==> config.mk <==
export PLATFORM = sky130hd
export DESIGN_NAME = timekeeper_top
export DESIGN_NICKNAME = d
export VERILOG_FILES = /design/src/logic/timekeeper_pkg.sv /design/src/logic/time_settings.sv /design/src/logic/time_cmd_fifo.sv /design/src/logic/time_tracker.sv /design/src/logic/timekeeper_top.sv
export SDC_FILE = /design/constraint.sdc
export NUM_CORES = 1
export LEC_CHECK = 0
export ABC_AREA = 1
export BUFFER_PORTS_ARGS = -buffer_cell sky130_fd_sc_hd__clkbuf_2
export CAP_MARGIN = 0
export CELL_PAD_IN_SITES_DETAIL_PLACEMENT = 1
export CELL_PAD_IN_SITES_GLOBAL_PLACEMENT = 1
export CORE_MARGIN = 2
export CORE_UTILIZATION = 43
export DETAILED_ROUTE_END_ITERATION = 16
export HOLD_SLACK_MARGIN = 0.03
export PLACE_DENSITY = 0.78
export SETUP_SLACK_MARGIN = 0.3
export SKIP_LAST_GASP = 1
export SYNTH_ARGS = -nofsm -noshare
export SYNTH_HDL_FRONTEND = slang
export SYNTH_HIERARCHICAL = 1
export SYNTH_SLANG_ARGS = --single-unit
==> constraint.sdc <==
create_clock -name clk -period 4.8 [get_ports clk]
set_clock_uncertainty 0.15 [all_clocks]
set_input_delay 0.96 -clock clk [delete_from_list [all_inputs] [get_ports clk]]
set_output_delay 0.96 -clock clk [all_outputs]
set_load 0.01 [all_outputs]
==> src/logic/timekeeper_pkg.sv <==
/*
 * shared settings addresses, queue sizing and command types for the timekeeper.
 * the settings bus addresses are absolute; there is no base offset.
 */

`default_nettype none

package timekeeper_pkg;

   // ==================================================
   // settings bus register map
   // ==================================================

   // upper 32 bits of the time to load.
   localparam logic [7:0] TIME_HI_ADDR   = 8'd0;
   // lower 32 bits of the time to load.
   localparam logic [7:0] TIME_LO_ADDR   = 8'd1;
   // a write here queues a set-time command.
   localparam logic [7:0] TIME_CTRL_ADDR = 8'd2;

   // ==================================================
   // command queue sizing
   // ==================================================

   // number of pending commands held.
   localparam int CMD_FIFO_DEPTH = 4;
   // pointer width, one entry per code.
   localparam int CMD_PTR_W      = $clog2(CMD_FIFO_DEPTH);
   // count needs one extra bit to reach full.
   localparam int CMD_CNT_W      = CMD_PTR_W + 1;

   // ==================================================
   // types
   // ==================================================

   // when a queued time value takes effect.
   // code 3 is not a mode and never reaches the queue.
   typedef enum logic [1:0] {
      MODE_NOW  = 2'd0,
      MODE_PPS  = 2'd1,
      MODE_SYNC = 2'd2
   } time_mode_e;

   // one settings bus beat, valid when stb is high.
   typedef struct packed {
      logic        stb;
      logic [7:0]  addr;
      logic [31:0] data;
   } set_bus_t;

   // one set-time command.
   typedef struct packed {
      time_mode_e  mode;
      logic [63:0] time_value;
   } time_cmd_t;

endpackage

`default_nettype wire

==> src/logic/time_settings.sv <==
/*
 * settings bus decoder for the time registers.
 * write hi and lo before ctrl; a ctrl value of 3 is ignored.
 */

`timescale 1ns/1ns
`default_nettype none

module time_settings (
   input  logic                    clk,
   input  logic                    reset,
   input  timekeeper_pkg::set_bus_t set_bus,
   output timekeeper_pkg::time_cmd_t cmd,
   output logic                    cmd_stb
);

   import timekeeper_pkg::*;

   // registered copy of the bus.
   set_bus_t    bus_q;

   // staged time value.
   logic [31:0] time_hi;
   logic [31:0] time_lo;

   // decoded writes.
   logic        wr_hi;
   logic        wr_lo;
   logic        wr_ctrl;

   // ctrl data carries a real mode.
   logic        mode_ok;

   // ==================================================
   // bus input stage
   // ==================================================

   // flop the bus first so decode sees clean timing.
   // only the strobe needs a reset.
   always_ff @(posedge clk) begin
      bus_q <= set_bus;
      if (reset) begin
         bus_q.stb <= 1'b0;
      end
   end

   // address decode.
   assign wr_hi   = bus_q.stb && (bus_q.addr == TIME_HI_ADDR);
   assign wr_lo   = bus_q.stb && (bus_q.addr == TIME_LO_ADDR);
   assign wr_ctrl = bus_q.stb && (bus_q.addr == TIME_CTRL_ADDR);

   // code 3 is reserved.
   assign mode_ok = (bus_q.data[1:0] != 2'd3);

   // ==================================================
   // time registers
   // ==================================================

   always_ff @(posedge clk) begin
      if (reset) begin
         time_hi <= '0;
         time_lo <= '0;
      end else begin
         if (wr_hi) begin
            time_hi <= bus_q.data;
         end
         if (wr_lo) begin
            time_lo <= bus_q.data;
         end
      end
   end

   // ==================================================
   // command generation
   // ==================================================

   // command payload, held until the next valid ctrl write.
   // takes hi/lo as they stand before this edge.
   always_ff @(posedge clk) begin
      if (wr_ctrl && mode_ok) begin
         cmd.mode       <= time_mode_e'(bus_q.data[1:0]);
         cmd.time_value <= {time_hi, time_lo};
      end
   end

   // one-cycle strobe, lines up with the new payload.
   always_ff @(posedge clk) begin
      if (reset) begin
         cmd_stb <= 1'b0;
      end else begin
         cmd_stb <= wr_ctrl && mode_ok;
      end
   end

endmodule

`default_nettype wire

==> src/logic/time_cmd_fifo.sv <==
/*
 * small queue of set-time commands, no back-pressure on the push side.
 * a push while full is lost and latches overflow until reset.
 */

`timescale 1ns/1ns
`default_nettype none

module time_cmd_fifo (
   input  logic                     clk,
   input  logic                     reset,
   input  timekeeper_pkg::time_cmd_t cmd,
   input  logic                     cmd_stb,
   input  logic                     pop,
   output timekeeper_pkg::time_cmd_t head,
   output logic                     empty,
   output logic                     overflow
);

   import timekeeper_pkg::*;

   // storage.
   time_cmd_t            mem [CMD_FIFO_DEPTH];

   // circular pointers and fill level.
   logic [CMD_PTR_W-1:0] wr_ptr;
   logic [CMD_PTR_W-1:0] rd_ptr;
   logic [CMD_CNT_W-1:0] count;

   logic                 full;
   logic                 push_ok;
   logic                 pop_ok;

   // wrap at the depth, not at the pointer width.
   function automatic logic [CMD_PTR_W-1:0] ptr_inc(input logic [CMD_PTR_W-1:0] ptr);
      if (ptr == CMD_PTR_W'(CMD_FIFO_DEPTH - 1)) begin
         return '0;
      end
      return ptr + 1'b1;
   endfunction

   // ==================================================
   // status
   // ==================================================

   assign empty = (count == '0);
   assign full  = (count == CMD_CNT_W'(CMD_FIFO_DEPTH));

   // full drops the push even with a pop on the same edge.
   assign push_ok = cmd_stb && !full;
   assign pop_ok  = pop && !empty;

   // head is valid whenever empty is low.
   assign head = mem[rd_ptr];

   // ==================================================
   // storage write
   // ==================================================

   always_ff @(posedge clk) begin
      if (push_ok) begin
         mem[wr_ptr] <= cmd;
      end
   end

   // ==================================================
   // pointers and count
   // ==================================================

   always_ff @(posedge clk) begin
      if (reset) begin
         wr_ptr <= '0;
         rd_ptr <= '0;
         count  <= '0;
      end else begin
         if (push_ok) begin
            wr_ptr <= ptr_inc(wr_ptr);
         end
         if (pop_ok) begin
            rd_ptr <= ptr_inc(rd_ptr);
         end
         // push and pop together leave the level alone.
         case ({push_ok, pop_ok})
            2'b10:   count <= count + 1'b1;
            2'b01:   count <= count - 1'b1;
            default: count <= count;
         endcase
      end
   end

   // ==================================================
   // overflow
   // ==================================================

   // sticky, only reset clears it.
   always_ff @(posedge clk) begin
      if (reset) begin
         overflow <= 1'b0;
      end else if (cmd_stb && full) begin
         overflow <= 1'b1;
      end
   end

endmodule

`default_nettype wire

==> src/logic/time_tracker.sv <==
/*
 * 64-bit sample time counter with queued set-time commands.
 * pps is asynchronous and unfiltered; sync must be a synchronous pulse.
 */

`timescale 1ns/1ns
`default_nettype none

module time_tracker (
   input  logic                     clk,
   input  logic                     reset,
   input  logic                     pps,
   input  logic                     sync,
   input  timekeeper_pkg::time_cmd_t head,
   input  logic                     empty,
   output logic                     pop,
   output logic [63:0]              vita_time,
   output logic [63:0]              vita_time_lastpps
);

   import timekeeper_pkg::*;

   // one command in flight at a time.
   typedef enum logic {
      IDLE  = 1'b0,
      ARMED = 1'b1
   } arm_state_e;

   arm_state_e  state;
   logic        armed;

   // command waiting for its event.
   time_cmd_t   cmd_q;

   // pps synchroniser and edge compare.
   logic        pps_meta;
   logic        pps_sync;
   logic        pps_dly;
   logic        pps_edge;

   // load strobe and next counter value.
   logic        time_event;
   logic [63:0] time_next;

   // ==================================================
   // pps edge detection
   // ==================================================

   // two flops to synchronise, a third to compare.
   // a rise sampled at edge p shows as pps_edge for edge p+2.
   always_ff @(posedge clk) begin
      if (reset) begin
         pps_meta <= 1'b0;
         pps_sync <= 1'b0;
         pps_dly  <= 1'b0;
      end else begin
         pps_meta <= pps;
         pps_sync <= pps_meta;
         pps_dly  <= pps_sync;
      end
   end

   assign pps_edge = pps_sync && !pps_dly;

   // ==================================================
   // command arming
   // ==================================================

   assign armed = (state == ARMED);

   // pull the next command only while nothing is armed.
   assign pop = !armed && !empty;

   always_ff @(posedge clk) begin
      if (reset) begin
         state <= IDLE;
      end else begin
         case (state)
            IDLE: begin
               if (!empty) begin
                  state <= ARMED;
               end
            end
            ARMED: begin
               // disarm on the load edge.
               if (time_event) begin
                  state <= IDLE;
               end
            end
            default: state <= IDLE;
         endcase
      end
   end

   // payload capture, no reset needed.
   always_ff @(posedge clk) begin
      if (pop) begin
         cmd_q <= head;
      end
   end

   // event for the armed command's mode.
   always_comb begin
      time_event = 1'b0;
      if (armed) begin
         case (cmd_q.mode)
            MODE_NOW:  time_event = 1'b1;
            MODE_PPS:  time_event = pps_edge;
            MODE_SYNC: time_event = sync;
            default:   time_event = 1'b0;
         endcase
      end
   end

   // ==================================================
   // time counter and last-pps capture
   // ==================================================

   // either the loaded value or one more than now.
   assign time_next = time_event ? cmd_q.time_value : vita_time + 64'd1;

   always_ff @(posedge clk) begin
      if (reset) begin
         vita_time <= '0;
      end else begin
         vita_time <= time_next;
      end
   end

   // lastpps matches vita_time after the same edge.
   always_ff @(posedge clk) begin
      if (reset) begin
         vita_time_lastpps <= '0;
      end else if (pps_edge) begin
         vita_time_lastpps <= time_next;
      end
   end

endmodule

`default_nettype wire

==> src/logic/timekeeper_top.sv <==
/*
 * timekeeper top level, settings decode into command queue into tracker.
 * a MODE_NOW load lands four cycles after the ctrl write with an empty queue.
 */

`timescale 1ns/1ns
`default_nettype none

module timekeeper_top (
   input  logic                    clk,
   input  logic                    reset,
   input  logic                    pps,
   input  logic                    sync,
   input  timekeeper_pkg::set_bus_t set_bus,
   output logic [63:0]             vita_time,
   output logic [63:0]             vita_time_lastpps,
   output logic                    cmd_overflow
);

   import timekeeper_pkg::*;

   // ==================================================
   // interconnect
   // ==================================================

   // decoder to queue.
   time_cmd_t cmd;
   logic      cmd_stb;

   // queue to tracker.
   time_cmd_t head;
   logic      empty;
   logic      pop;

   // settings bus writes into time regs and commands.
   time_settings settings_i (
      .clk     (clk),
      .reset   (reset),
      .set_bus (set_bus),
      .cmd     (cmd),
      .cmd_stb (cmd_stb)
   );

   // pending commands.
   time_cmd_fifo fifo_i (
      .clk      (clk),
      .reset    (reset),
      .cmd      (cmd),
      .cmd_stb  (cmd_stb),
      .pop      (pop),
      .head     (head),
      .empty    (empty),
      .overflow (cmd_overflow)
   );

   // counter, arming and pps capture.
   time_tracker tracker_i (
      .clk               (clk),
      .reset             (reset),
      .pps               (pps),
      .sync              (sync),
      .head              (head),
      .empty             (empty),
      .pop               (pop),
      .vita_time         (vita_time),
      .vita_time_lastpps (vita_time_lastpps)
   );

endmodule

`default_nettype wire

==> out/metrics.yaml <==
layout:
  area_growth_syn_to_layout_pct: 14.2
  ff_latch_area_um2: 16900
  layout_common_cells: "400 x nor2_1, 396 x edfxtp_1, 374 x nand2_1"
  multi_input_area_um2: 7320
  fin_area_um2: 29100
  layout-drive-gt1-share: 0.163
  fillerInstances: 6360
  final_common_cell: "nor2_1"
  diodes: 0
  nets: 2588
floorplanning:
  floorplan.rows: 89
  die_h_um: 248
  ioPinCount: 174
  die_w_um: 248
  core_area_um2: 58800
  initial_utilization: 0.434
  die_area_um2: 61300
synth:
  synth_area_um2: 25500
  async_flop_share: 0
  syn_inst: 2390
  synthSimpleGateAreaFrac: 0.180
  synth_ff_type: "edfxtp_1"
  syn_nets: 2443
  ys_seq_area_frac: 0.661
  ys_ff_latch: 644
  synthAdderAreaFrac: 0.00422
  syn_area_per_cell_um2: 10.7
  synth_cell_types: 41
  synth_compound_area_frac: 0.0919
  synth_xor_area_frac: 0.00892
  yosysWarningCount: 6
  synthMuxAreaShare: 0
  synth_edf_count: 396
  synth_top_family_by_area: "simple AND/OR/NAND/NOR gates"
worst_setup_path:
  cp_top_family: "buffers and inverters"
  slowest_stage: "clkinv_2"
  crit_path_max_incr_delay_ns: 0.91
  r2r_slack_ns: 1.83
  cp-start-kind: "flip-flop"
  cp.depth: 8
  path_cells: "inv_1, or2_1, clkinv_2, buf_4, nor2_1, nor2_1, nand2_1, inv_1"
  end_kind: "flip-flop"
  worstPathArrival_ns: 3.32
  crit_fanout: 59
  r2r_cells: 8
  crit_required_ns: 5.15
  worstSetupPathType: "reg -> reg"
  critPathBufInv: 4
worst_hold_path:
  hold_path.class: "reg -> reg"
  hold_path_depth: 0
sta:
  hold_viol: 0
  worst-slew-pin-transition_ns: 1.22
  fin_tns_setup_ns: 0
  finalMaxSlewViolations: 0
  finalCritPeriodShare: 0.619
  fmax_mhz: 337
  rsz0062_at_grt: "false"
  setup_violations: 0
  min_period_ns: 2.97
  slew_headroom: 0.186
global_route:
  grt_max_degree: 111
  grt.total_usage: 0.237
  grt_pass1_wl_um: 110000
  grt_pass1_vias: 18400
  antenna_found_initial: 0
  overflow: 0
clock_network:
  path_clk_slew_ns: 0.06
  cts_resized: 0
  ctsLongestPathBuffers: 3
  hold_buffers: 0
  numCtsBuffers: 68
  htreeDepth: 3
  clk_latency_ns: 0.62
  post_cts_buffers: 0
  cts.sinks: 644
  cts_tree: "built"
  root_buffer: "clkbuf_16"
power_and_ir_drop:
  ir_worst_vdd_mv: 0.251
  p_leak_uw: 0.0107
  powerDensity_nw_per_um2: 395
placed_design:
  routabilityCongestion: 0.943
  portBuffers: 173
  hpwl_um: 48900
  placed_area_um2: 26900
routing:
  drc: 0
  ant_nets: 0
  wl_met3_um: 2970
  vias_per_cell: 5.31
  wirelength_met1_um: 31900
  top_layer: "met4"
  vias: 17800
  wl_um: 72700
  dr.pass1.iters: 5
  drt-initial-drc-count: 1314
  wl_met2_um: 35800
  wl_per_cell_um: 21.6
run_status:
  outcome: "finished, final reports clean"
run:
  cap_violations: 0
path summary, 6_finish.rpt:
kind                                                    startpoint                                            to
worst min-delay path            settings_i/time_lo[4]$_SDFFE_PP0P_                   settings_i/cmd[4]$_DFFE_PP_
worst max-delay path                 tracker_i/pps_sync$_SDFF_PP0_  tracker_i/vita_time_lastpps[62]$_SDFFE_PP0P_
worst min register to register  settings_i/time_lo[4]$_SDFFE_PP0P_                   settings_i/cmd[4]$_DFFE_PP_
worst max register to register       tracker_i/pps_sync$_SDFF_PP0_  tracker_i/vita_time_lastpps[62]$_SDFFE_PP0P_
layer usage:
metal	vias up	track usage
li1	8356	-
met1	8925	0.313
met2	455	0.406
met3	113	0.0329
met4	0	0.0738
met5	-	0
sequential cells by signal, summed over array words and instances (netlist names), named ones only:
| register | flops |
|---|---|
| settings_i/time_hi | 32 |
| fifo_i/wr_ptr | 2 |
| fifo_i/mem | 264 |
| settings_i/time_lo | 32 |
| fifo_i/rd_ptr | 2 |
| tracker_i/pps_dly | 1 |
| settings_i/cmd | 66 |
| tracker_i/armed | 1 |
| tracker_i/pps_sync | 1 |
| fifo_i/count | 3 |
| tracker_i/vita_time | 64 |
| tracker_i/cmd_q | 66 |
| settings_i/cmd_stb | 1 |
| tracker_i/vita_time_lastpps | 64 |
| tracker_i/pps_meta | 1 |
| settings_i/bus_q | 41 |
| fifo_i/overflow | 1 |
cells by family after synthesis:
logic type	Yosys count
buffers and inverters	291
adder cells (fa/ha/maj)	8
flip-flops	644
XOR/XNOR	26
AO/OA/AOI/OAI	381
AND/OR/NAND/NOR	1040
cells in the mapped netlist, types with 31 or more instances:
cell,n,area share
a21oi_1,122,0.024
buf_2,31,0.0061
clkbuf_1,45,0.0066
dfxtp_1,248,0.19
edfxtp_1,396,0.47
inv_1,163,0.024
nand2_1,374,0.055
nand3_1,167,0.033
nor2_1,407,0.060
nor2_4,46,0.020
o21ai_0,133,0.026
o22ai_2,40,0.020
stage by stage:
| stage | util | setup WS, ns | power (uW) | cells | hold WS, ns |
|---|---|---|---|---|---|
| global route | 0.496 | 1.55 | 11800 | 3363 | 0.281 |
| floorplan | - | 0.521 | 6140 | 2390 | 0.238 |
| detailed placement | 0.457 | 1.61 | 6240 | 3238 | 0.267 |
| finish | 0.496 | 1.83 | 11500 | 3363 | 0.265 |
| global placement | 0.457 | 1.74 | 6230 | 3238 | 0.254 |
| CTS | 0.496 | 1.83 | 11600 | 3363 | 0.271 |
power by group:
part | switching (uW) | internal [uW]
registers | 30.7 | 5850
logic | 156 | 78.2
clock network | 2210 | 3170
layout make-up:
type,count,area share
multi-input combinational,1455,0.251
sequential,644,0.579
clock buffer,97,0.0653
tap,773,0.0332
timing repair buffer,192,0.0360
inverter,174,0.0227
clock inverter,28,0.0133
Power figures use the tool's default switching activity.
